--- config.mk ---
export PLATFORM = sky130hd
export DESIGN_NAME = rv32i
export DESIGN_NICKNAME = d
export VERILOG_FILES = /design/src/verilog/rv32i_pkg.sv /design/src/verilog/rv32i.sv /design/src/verilog/data_path.sv /design/src/verilog/control_unit.sv /design/src/verilog/reg_file.sv /design/src/verilog/alu.sv
export SDC_FILE = /design/constraint.sdc
export NUM_CORES = 2
export LEC_CHECK = 0
export ABC_CLOCK_PERIOD_IN_PS = 17100
export BUFFER_PORTS_ARGS = -buffer_cell sky130_fd_sc_hd__buf_2
export CAP_MARGIN = 20
export CORE_MARGIN = 2
export CORE_UTILIZATION = 64
export CTS_BUF_LIST = sky130_fd_sc_hd__clkbuf_16
export CTS_CLUSTER_DIAMETER = 150
export DETAILED_ROUTE_END_ITERATION = 12
export PLACE_DENSITY = 0.83
export SLEW_MARGIN = 20
export SYNTH_ARGS = -nofsm -noshare
export SYNTH_HDL_FRONTEND = slang
export SYNTH_HIERARCHICAL = 1
export SYNTH_SLANG_ARGS = --single-unit
--- constraint.sdc ---
create_clock -name clk -period 17.1 [get_ports clk]
set_input_delay 5.13 -clock clk [delete_from_list [all_inputs] [get_ports clk]]
set_output_delay 5.13 -clock clk [all_outputs]
set_load 0.03 [all_outputs]
--- src/verilog/rv32i_pkg.sv ---
package rv32i_pkg;

    // machine word and register index widths
    localparam int xlen       = 32;
    localparam int reg_addr_w = 5;

    // first fetch address after reset
    localparam logic [xlen-1:0] reset_pc = '0;

    // major opcodes of the supported subset
    typedef enum logic [6:0] {
        op_r      = 7'b0110011,
        op_imm    = 7'b0010011,
        op_lui    = 7'b0110111,
        op_load   = 7'b0000011,
        op_store  = 7'b0100011,
        op_branch = 7'b1100011,
        op_jal    = 7'b1101111
    } opcode_e;

    // alu operations
    typedef enum logic [3:0] {
        alu_add    = 4'd0,
        alu_sub    = 4'd1,
        alu_and    = 4'd2,
        alu_or     = 4'd3,
        alu_xor    = 4'd4,
        alu_slt    = 4'd5,
        alu_sll    = 4'd6,
        alu_srl    = 4'd7,
        alu_pass_b = 4'd8
    } alu_op_e;

    // decoded control of the instruction in execute
    typedef struct packed {
        logic    reg_write;
        logic    mem_write;
        logic    mem_to_reg;
        logic    branch;
        logic    branch_ne;
        logic    jump;
        logic    alu_src;
        logic    lui;
        alu_op_e alu_op;
    } ctrl_t;

    // writeback stage register
    typedef struct packed {
        logic                  valid;
        logic                  reg_write;
        logic                  mem_to_reg;
        logic [reg_addr_w-1:0] rd;
        logic [xlen-1:0]       result;
    } wb_t;

endpackage
--- src/verilog/rv32i.sv ---
`timescale 1ns/1ns

module rv32i import rv32i_pkg::*; (
    input  logic            clk,
    input  logic            arst_n,

    // instruction memory
    output logic [xlen-1:0] current_pc,
    input  logic [xlen-1:0] inst,

    // data memory
    output logic [xlen-1:0] mem_addr_mem,
    output logic [xlen-1:0] mem_wdata_mem,
    output logic            mem_write_mem,
    output logic            mem_read_mem,
    input  logic [xlen-1:0] mem_rdata_mem,

    // bus stall
    input  logic            stall_pipl,
    output logic            if_id_reg_en
);

    // decoded control and hazard handling
    ctrl_t                 ctrl_ex;
    logic                  forward_rs1;
    logic                  forward_rs2;
    logic                  ex_valid_clr;
    logic                  pipe_en;

    // execute fields and writeback record back to the controller
    opcode_e               opcode_ex;
    logic [2:0]            funct3_ex;
    logic                  funct7_5_ex;
    logic [reg_addr_w-1:0] rs1_ex;
    logic [reg_addr_w-1:0] rs2_ex;
    wb_t                   wb_stage;
    logic                  pc_sel_ex;

    data_path u_data_path (
        .clk           (clk),
        .arst_n        (arst_n),
        .inst          (inst),
        .current_pc    (current_pc),
        .ctrl_ex       (ctrl_ex),
        .forward_rs1   (forward_rs1),
        .forward_rs2   (forward_rs2),
        .ex_valid_clr  (ex_valid_clr),
        .pipe_en       (pipe_en),
        .opcode_ex     (opcode_ex),
        .funct3_ex     (funct3_ex),
        .funct7_5_ex   (funct7_5_ex),
        .rs1_ex        (rs1_ex),
        .rs2_ex        (rs2_ex),
        .wb_stage      (wb_stage),
        .pc_sel_ex     (pc_sel_ex),
        .mem_addr_mem  (mem_addr_mem),
        .mem_wdata_mem (mem_wdata_mem),
        .mem_write_mem (mem_write_mem),
        .mem_read_mem  (mem_read_mem),
        .mem_rdata_mem (mem_rdata_mem)
    );

    control_unit u_control_unit (
        .opcode_ex    (opcode_ex),
        .funct3_ex    (funct3_ex),
        .funct7_5_ex  (funct7_5_ex),
        .rs1_ex       (rs1_ex),
        .rs2_ex       (rs2_ex),
        .wb_stage     (wb_stage),
        .pc_sel_ex    (pc_sel_ex),
        .stall_pipl   (stall_pipl),
        .ctrl_ex      (ctrl_ex),
        .forward_rs1  (forward_rs1),
        .forward_rs2  (forward_rs2),
        .ex_valid_clr (ex_valid_clr),
        .pipe_en      (pipe_en),
        .if_id_reg_en (if_id_reg_en)
    );

endmodule

--- src/verilog/data_path.sv ---
`timescale 1ns/1ns

module data_path import rv32i_pkg::*; (
    input  logic                  clk,
    input  logic                  arst_n,
    input  logic [xlen-1:0]       inst,
    output logic [xlen-1:0]       current_pc,
    input  ctrl_t                 ctrl_ex,
    input  logic                  forward_rs1,
    input  logic                  forward_rs2,
    input  logic                  ex_valid_clr,
    input  logic                  pipe_en,
    output opcode_e               opcode_ex,
    output logic [2:0]            funct3_ex,
    output logic                  funct7_5_ex,
    output logic [reg_addr_w-1:0] rs1_ex,
    output logic [reg_addr_w-1:0] rs2_ex,
    output wb_t                   wb_stage,
    output logic                  pc_sel_ex,
    output logic [xlen-1:0]       mem_addr_mem,
    output logic [xlen-1:0]       mem_wdata_mem,
    output logic                  mem_write_mem,
    output logic                  mem_read_mem,
    input  logic [xlen-1:0]       mem_rdata_mem
);

    logic [xlen-1:0]       pc_ex;
    logic                  valid_ex;
    logic [reg_addr_w-1:0] rd_ex;
    logic [xlen-1:0]       imm_i, imm_s, imm_b, imm_j, imm_u;
    logic [xlen-1:0]       imm_op;
    logic [xlen-1:0]       rf_rd1, rf_rd2;
    logic [xlen-1:0]       op_a, op_b, src2;
    logic [xlen-1:0]       alu_y;
    logic                  alu_zero;
    logic [xlen-1:0]       target, link;
    logic [xlen-1:0]       wb_data;
    logic                  rf_we;

    // fields of the instruction now in execute
    assign opcode_ex   = opcode_e'(inst[6:0]);
    assign funct3_ex   = inst[14:12];
    assign funct7_5_ex = inst[30];
    assign rs1_ex      = inst[19:15];
    assign rs2_ex      = inst[24:20];
    assign rd_ex       = inst[11:7];

    // immediates
    assign imm_i = {{20{inst[31]}}, inst[31:20]};
    assign imm_s = {{20{inst[31]}}, inst[31:25], inst[11:7]};
    assign imm_b = {{20{inst[31]}}, inst[7], inst[30:25], inst[11:8], 1'b0};
    assign imm_j = {{12{inst[31]}}, inst[19:12], inst[20], inst[30:21], 1'b0};
    assign imm_u = {inst[31:12], 12'b0};

    always_comb begin
        if (ctrl_ex.lui) begin
            imm_op = imm_u;
        end else if (ctrl_ex.mem_write) begin
            imm_op = imm_s;
        end else begin
            imm_op = imm_i;
        end
    end

    // loads are resolved here so forwarding sees the bus data
    assign wb_data = wb_stage.mem_to_reg ? mem_rdata_mem : wb_stage.result;
    assign rf_we   = pipe_en && wb_stage.valid && wb_stage.reg_write;

    reg_file u_reg_file (
        .clk    (clk),
        .arst_n (arst_n),
        .rs1    (rs1_ex),
        .rs2    (rs2_ex),
        .rd     (wb_stage.rd),
        .we     (rf_we),
        .wdata  (wb_data),
        .rd1    (rf_rd1),
        .rd2    (rf_rd2)
    );

    assign op_a = forward_rs1 ? wb_data : rf_rd1;
    assign src2 = forward_rs2 ? wb_data : rf_rd2;
    assign op_b = ctrl_ex.alu_src ? imm_op : src2;

    alu u_alu (
        .a    (op_a),
        .b    (op_b),
        .op   (ctrl_ex.alu_op),
        .y    (alu_y),
        .zero (alu_zero)
    );

    // branch and jump resolution
    assign target    = pc_ex + (ctrl_ex.jump ? imm_j : imm_b);
    assign link      = pc_ex + 32'd4;
    assign pc_sel_ex = valid_ex &&
                       (ctrl_ex.jump || (ctrl_ex.branch && (alu_zero ^ ctrl_ex.branch_ne)));

    // data memory bus
    assign mem_addr_mem  = alu_y;
    assign mem_wdata_mem = src2;
    assign mem_write_mem = valid_ex && ctrl_ex.mem_write;
    assign mem_read_mem  = valid_ex && ctrl_ex.mem_to_reg;

    always_ff @(posedge clk or negedge arst_n) begin
        if (!arst_n) begin
            current_pc <= reset_pc;
            valid_ex   <= 1'b0;
        end else if (pipe_en) begin
            current_pc <= pc_sel_ex ? target : current_pc + 32'd4;
            valid_ex   <= !ex_valid_clr;
        end
    end

    // pc of the fetched word follows it into execute
    always_ff @(posedge clk) begin
        if (pipe_en) begin
            pc_ex <= current_pc;
        end
    end

    always_ff @(posedge clk or negedge arst_n) begin
        if (!arst_n) begin
            wb_stage <= '0;
        end else if (pipe_en) begin
            wb_stage.valid      <= valid_ex;
            wb_stage.reg_write  <= ctrl_ex.reg_write;
            wb_stage.mem_to_reg <= ctrl_ex.mem_to_reg;
            wb_stage.rd         <= rd_ex;
            wb_stage.result     <= ctrl_ex.jump ? link : alu_y;
        end
    end

endmodule

--- src/verilog/control_unit.sv ---
`timescale 1ns/1ns

module control_unit import rv32i_pkg::*; (
    input  opcode_e               opcode_ex,
    input  logic [2:0]            funct3_ex,
    input  logic                  funct7_5_ex,
    input  logic [reg_addr_w-1:0] rs1_ex,
    input  logic [reg_addr_w-1:0] rs2_ex,
    input  wb_t                   wb_stage,
    input  logic                  pc_sel_ex,
    input  logic                  stall_pipl,
    output ctrl_t                 ctrl_ex,
    output logic                  forward_rs1,
    output logic                  forward_rs2,
    output logic                  ex_valid_clr,
    output logic                  pipe_en,
    output logic                  if_id_reg_en
);

    // alu operation picked by funct3 for r-type and i-type
    alu_op_e arith_op;
    logic    wb_writes;

    always_comb begin
        case (funct3_ex)
            3'b000: begin
                // sub only exists in r-type
                if (opcode_ex == op_r && funct7_5_ex) begin
                    arith_op = alu_sub;
                end else begin
                    arith_op = alu_add;
                end
            end
            3'b001:  arith_op = alu_sll;
            3'b010:  arith_op = alu_slt;
            3'b100:  arith_op = alu_xor;
            3'b101:  arith_op = alu_srl;
            3'b110:  arith_op = alu_or;
            3'b111:  arith_op = alu_and;
            default: arith_op = alu_add;
        endcase
    end

    always_comb begin
        ctrl_ex        = '0;
        ctrl_ex.alu_op = alu_add;
        case (opcode_ex)
            op_r: begin
                ctrl_ex.reg_write = 1'b1;
                ctrl_ex.alu_op    = arith_op;
            end
            op_imm: begin
                ctrl_ex.reg_write = 1'b1;
                ctrl_ex.alu_src   = 1'b1;
                ctrl_ex.alu_op    = arith_op;
            end
            op_lui: begin
                ctrl_ex.reg_write = 1'b1;
                ctrl_ex.alu_src   = 1'b1;
                ctrl_ex.lui       = 1'b1;
                ctrl_ex.alu_op    = alu_pass_b;
            end
            op_load: begin
                ctrl_ex.reg_write  = 1'b1;
                ctrl_ex.mem_to_reg = 1'b1;
                ctrl_ex.alu_src    = 1'b1;
            end
            op_store: begin
                ctrl_ex.mem_write = 1'b1;
                ctrl_ex.alu_src   = 1'b1;
            end
            op_branch: begin
                // funct3 bit 0 separates bne from beq
                ctrl_ex.branch    = 1'b1;
                ctrl_ex.branch_ne = funct3_ex[0];
                ctrl_ex.alu_op    = alu_sub;
            end
            op_jal: begin
                ctrl_ex.reg_write = 1'b1;
                ctrl_ex.jump      = 1'b1;
            end
            default: ctrl_ex = '0;
        endcase
    end

    // writeback result is forwarded when it targets a nonzero source
    assign wb_writes   = wb_stage.valid && wb_stage.reg_write;
    assign forward_rs1 = wb_writes && (rs1_ex != '0) && (wb_stage.rd == rs1_ex);
    assign forward_rs2 = wb_writes && (rs2_ex != '0) && (wb_stage.rd == rs2_ex);

    // squash the instruction fetched behind a taken branch or jump
    assign ex_valid_clr = pc_sel_ex;

    assign pipe_en      = !stall_pipl;
    assign if_id_reg_en = !stall_pipl;

endmodule

--- src/verilog/reg_file.sv ---
`timescale 1ns/1ns

module reg_file import rv32i_pkg::*; (
    input  logic                  clk,
    input  logic                  arst_n,
    input  logic [reg_addr_w-1:0] rs1,
    input  logic [reg_addr_w-1:0] rs2,
    input  logic [reg_addr_w-1:0] rd,
    input  logic                  we,
    input  logic [xlen-1:0]       wdata,
    output logic [xlen-1:0]       rd1,
    output logic [xlen-1:0]       rd2
);

    logic [xlen-1:0] regs [32];

    always_ff @(posedge clk or negedge arst_n) begin
        if (!arst_n) begin
            for (int i = 0; i < 32; i++) begin
                regs[i] <= '0;
            end
        end else if (we && rd != '0) begin
            regs[rd] <= wdata;
        end
    end

    // x0 reads as zero whatever the array holds
    assign rd1 = (rs1 == '0) ? '0 : regs[rs1];
    assign rd2 = (rs2 == '0) ? '0 : regs[rs2];

endmodule

--- src/verilog/alu.sv ---
`timescale 1ns/1ns

module alu import rv32i_pkg::*; (
    input  logic [xlen-1:0] a,
    input  logic [xlen-1:0] b,
    input  alu_op_e         op,
    output logic [xlen-1:0] y,
    output logic            zero
);

    // shift amount is the low five bits of the second operand
    logic [4:0] shamt;

    assign shamt = b[4:0];

    always_comb begin
        case (op)
            alu_add:    y = a + b;
            alu_sub:    y = a - b;
            alu_and:    y = a & b;
            alu_or:     y = a | b;
            alu_xor:    y = a ^ b;
            // signed compare, result is 0 or 1
            alu_slt:    y = {{(xlen-1){1'b0}}, $signed(a) < $signed(b)};
            alu_sll:    y = a << shamt;
            alu_srl:    y = a >> shamt;
            alu_pass_b: y = b;
            default:    y = '0;
        endcase
    end

    // used by beq and bne after a subtract
    assign zero = (y == '0);

endmodule

# After elaboration in Yosys (flattened, before gate mapping)
# Index checks and enable logic that the tools add are counted.
# word_totals
register_bits	1129
inputBits	67
# op_classes
n_addsub	5
order_cmp	5
eq_ne	23
shift	2
muxes	31
bitwise	7
reduce_logical	28
# ops
cell	count
bitwise mux 1024 bit	1
two-way mux 32 bit	13
binary-select mux 32 bit (select 5 bit)	2
case mux 32 bit (9 select lines)	1
demux 32 bit (select 5 bit)	1
adder 32 x 3 -> 32 bit, second input constant	2
adder 32 bit	2
AND 32 bit	1
logical NOT 32 bit	1
less-than comparator 32 bit	1
OR 32 bit	1
left shift 32 x 5 -> 32 bit	1
>> shifter 32 x 5 -> 32 bit	1
subtractor 32 bit	1
XOR 32 bit	1
two-way mux 31 bit	1
equality test 7 x 6 -> 1 bit, second input constant	3
case mux 3 bit (7 select lines)	1
two-way mux 20 bit	1
>= comparator 6 bit, second input constant	3
inverter 5 -> 6 bit	3
equality test 4 x 3 -> 1 bit, second input constant	4
nonzero test 5 bit	3
equality test 7 bit, second input constant	2
24 further kinds	50

# Longest topological paths before layout
# logic_depth
depth_word	15
ltp_mapped	38

# Cells and area by module
# The synthesis kept the hierarchy.
# modules_own_cells
module	n_inst	cells_each	area_per_inst_um2	seq_area_each_um2
reg_file	1	3618	54425.9	25624.6
alu	1	1361	9416.5	0.0
data_path	1	1059	8503.2	2787.7
control_unit	1	57	359.1	0.0

# Worst setup path after synthesis
# Ideal clock, no wire load.
# synth_path
path_kind	in2out
start	in inst[20]
end	out mem_addr_mem[28]
arrival_ps	11047
required_ps	11970
path_slack_ps	923
path_stages	26
path_cell_list	buf_2 buf_2 and2_1 buf_2 clkbuf_1 a22oi_1 a311oi_1 nor2_1 a21oi_1 o2bb2ai_1 buf_4 buf_2 inv_1 clkbuf_1 clkbuf_1 ha_1 buf_4 a211oi_1 o211ai_1 a21o_1 a21o_1 a221o_1 a31o_2 a21oi_1 a221oi_1 o21ai_0
# synth_via
elab_chain_len	9
# synth_rtl
item	line	text
from (decl)	rv32i.sv:9	input logic [xlen-1:0] inst,
inverter 5 -> 6 bit (implied by the code)	reg_file.sv:29	assign rd2 = (rs2 == '0) ? '0 : regs[rs2];
binary-select mux 32 bit (select 5 bit)	reg_file.sv:29	
two-way mux 32 bit (implied by the code) (2 in series)	reg_file.sv:29	
two-way mux 32 bit *	reg_file.sv:29	
via u_data_path.rf_rd2[2]	data_path.sv:32	logic [xlen-1:0] rf_rd1, rf_rd2;
two-way mux 32 bit *	data_path.sv:82	assign src2 = forward_rs2 ? wb_data : rf_rd2;
via mem_wdata_mem[2]	rv32i.sv:13	output logic [xlen-1:0] mem_wdata_mem,
two-way mux 32 bit *	data_path.sv:83	assign op_b = ctrl_ex.alu_src ? imm_op : src2;
via u_data_path.op_b[2]	data_path.sv:33	logic [xlen-1:0] op_a, op_b, src2;
subtractor 32 bit, or another cell as far along	alu.sv:19	alu_sub: y = a - b;
case mux 32 bit (9 select lines) *	alu.sv:17	case (op)
to (decl)	rv32i.sv:12	output logic [xlen-1:0] mem_addr_mem,
# Mark *: on every way through the listed nets, which the timed path passes. The rest lies on a longest branch. The select of a mux whose other input is x is not followed.

# Worst setup path in the final report
# layout_path
start	in inst[22]
end	out mem_addr_mem[30]
# layout_via
elab_chain_len	9
# layout_rtl
item	line
inverter 5 -> 6 bit (implied by the code)	reg_file.sv:29
binary-select mux 32 bit (select 5 bit)	reg_file.sv:29
two-way mux 32 bit (implied by the code) (2 in series)	reg_file.sv:29
two-way mux 32 bit *	reg_file.sv:29
via u_data_path.rf_rd2[17]	data_path.sv:32
two-way mux 32 bit *	data_path.sv:82
two-way mux 32 bit *	data_path.sv:83
via u_data_path.op_b[17]	data_path.sv:33
subtractor 32 bit or adder 32 bit (tied branches)	alu.sv:19, alu.sv:18
case mux 32 bit (9 select lines) *	alu.sv:17
# Marks and branches as above.

==> impl_metrics.yaml <==
clocking:
  root_buffer: "clkbuf_16"
  postCtsSetupBuffers: 0
  cts_tree: "yes"
  clock_path_buffers: 3
  clk_pin_slew_worst_paths_ns: 0.06
  worstSkewPairLatency_ns: 0.78
  cts.hold.buffers_added: 0
  htree_levels: 3
  ctsResizeCount: 0
  cts_sinks: 1129
  cts_made_buffers: 114
global_route:
  first_global_vias: 60000
  grt_pass1_wl_um: 411000
  globalRouteTotalUtil_pct: 48.4
  grt_overflow: 0
  grt_max_degree: 179
  antenna_found_initial: 16
yosys:
  ys_ff_latch: 1129
  seq_area_frac_synth_pct: 39.1
  ys.flop_type: "dfrtp_1"
  synthArstFlopShare_pct: 97.2
  synth_edf_count: 32
  synth_most_common_cell: "mux2_2"
  ys_types: 109
  yosysTopAreaCell: "dfrtp_1"
  synth_top_area_share_pct: 37.8
  ys_top_cells_by_area: "dfrtp_1 38%, mux2_2 17%, mux4_2 15%"
  syn_inst: 6095
  synth.net_count: 6294
  synthesis.yosys.warnings: 6
  syn-cell-area_sq_mm: 0.0727
  synthTopCellsByCount: "1116 x mux2_2, 1097 x dfrtp_1, 485 x mux4_2"
  syn-mean-instance-area_sq_um: 11.9
hold_path:
  hold_class: "flip-flop to flip-flop"
  min_from: "u_data_path/u_reg_file/regs[1000]"
drt:
  viasPerCell: 7.84
  drt_wl_total_um: 284000
  num_vias: 60500
  final_antenna_net_count: 0
  post_drt_wl_per_cell_um: 36.8
  dr.pass1.iters: 9
  drt_iter0_markers: 9108
  drc_errors: 0
setup_path:
  path_class: "primary input to output pin"
  crit_buf_inv: 5
  start_kind: "primary input"
  r2r_start: "u_data_path/u_reg_file/regs[429]"
  arrival_ns: 11.96
  worst-path-max-fanout: 63
  slowest_delay_ns: 0.58
  path_common_cell: "a21oi_1"
  startpoint: "inst[22]"
  critical_path.endpoint_type: "output pin"
  worstPathCellList: "buf_8 -> buf_12 -> buf_4 -> mux2i_1 -> a221oi_1 -> o21ai_0 -> a311oi_1 -> nor2_1 -> a21oi_1 -> nor2_1 -> a21oi_1 -> inv_1 -> ha_1 -> a21oi_1 -> o21a_1 -> o21ai_0 -> a21o_1 -> a221o_1 -> a21o_1 -> a211o_1 -> a22oi_1 -> buf_2"
  crit_family: "compound AO/OA/AOI/OAI gates"
  required_ns: 11.97
  slowest_stage: "a311oi_1"
timing:
  post-route-min-period_ns: 17.09
  tightestPinTransition_ns: 1.37
  rsz0062_at_grt: "false"
  finalCritPeriodShare_pct: 99.9
  slew_violations: 0
  finalSetupTns_ns: 0
  max_freq_ghz: 0.0585
  hold_viol: 0
  setup_viol: 0
  slew_headroom_pct: 6.29
  finClkSkew_ns: 0.0929
die:
  rows: 123
  die_h_um: 341
  num_io_pins: 166
  core-area_sq_mm: 0.113
  die_area_sq_mm: 0.116
  start_util_pct: 64.5
  die_x_um: 341
finish:
  area_delta_synth_final_pct: 9.50
  nets: 6298
  regArea_sq_mm: 0.0284
  multiInputGateArea_sq_mm: 0.0412
  nFillCells: 7396
  drive_gt1_share_pct: 38.5
pwr:
  total_power_uw: 7380
  power.leakage_uw: 0.0363
  peakVddDrop_mv: 0.114
  cellPowerDensity_mw_per_mm2: 92.7
placed_design:
  globalplace.congestion: 1.12
  dp_hpwl_um: 187000
  port_buffers: 165
run:
  maxCapViolCount: 0
status:
  outcome: "complete, no violations"
## sequential cells by signal, indices dropped and copies added, names as in the netlist
register,flops
u_data_path/valid_ex,1
u_data_path/u_reg_file/regs,1024
u_data_path/current_pc,32
u_data_path/pc_ex,32
u_data_path/wb_stage,40
## final timing paths
kind	end	slack, ns	cells past startpoint
max reg2reg	u_data_path/current_pc[28]	7.67	34
max in group asynchronous	u_data_path/u_reg_file/regs[120]	9.66	4
min reg2reg	u_data_path/u_reg_file/regs[1000]	0.40	0
min in group asynchronous	u_data_path/u_reg_file/regs[550]	4.45	1
max	mem_addr_mem[30]	0.01	22
min	u_data_path/u_reg_file/regs[1000]	0.40	0
## through the flow
step	cells	hold WS, ns	cell area, sq um	utilization, %	worst slack [ns]
2_1_floorplan	6095	0.440	72700	-	0.923
3_3_place_gp	7480	0.377	75800	67.3	0.584
3_5_place_dp	7482	0.383	75800	67.3	0.491
4_1_cts	7697	0.397	79500	70.6	0.402
5_1_grt	7698	0.407	79600	70.6	0.0374
6_report	7714	0.399	79600	70.7	0.0125
## metal layers
metal  global-route usage (%)  vias up  routed length, um
met5                        0        -                144
met4                     38.0       20              28200
met3                     16.8     1724              39400
met2                     69.9     5509             121000
met1                     59.7    30100              94700
li1                         -    23200                  -
## kinds of logic (layout without fill, tap and decap cells)
logic type,count (synthesis),in the layout,share of synthesized area [%]
AOI/OAI and AO/OA,1170,1170,10.8
and+or+nand+nor,979,979,6.45
adders and majority gates,132,132,2.30
muxes,1835,1835,35.6
buffers and inverters,769,872,4.79
DFF,1129,1129,39.1
other,0,16,0
xor gates and xnor gates,81,81,0.976
## cells in the final DEF, fill, tap and decap left out, types with 29 or more instances in the layout
cell type	count
o21ai_0	214
ha_1	129
nand4_1	29
and3_1	31
mux4_2	485
nor2_1	297
mux2i_1	218
a21oi_1	311
a311oi_1	67
clkinv_2	30
clkbuf_16	115
nor3_1	41
nor2b_1	85
a221oi_1	64
edfxtp_1	32
buf_4	318
o211ai_1	29
buf_2	158
dfrtp_1	1096
mux2_2	1116
nand3_1	69
a22oi_1	91
a211oi_1	95
a21o_1	29
inv_1	163
xor2_1	38
xnor2_1	43
nand2_1	260
## where the power goes
part           total [uW]  switching [uW]  internal (uW)
logic                1940            1340            602
registers            2950             140           2810
clock network        2490            1130           1350
total                7380            2610           4770
## layout make-up
type | instances | area share (%)
clock buffers | 115 | 3.61
well taps | 1500 | 2.36
clock inverters | 100 | 1.02
diodes | 16 | 0.0503
multi-input cells | 4197 | 51.7
inverters | 145 | 0.690
flip-flops and latches | 1129 | 35.7
repair buffers | 512 | 4.83
Note: power is estimated with default switching activity, not from simulation.
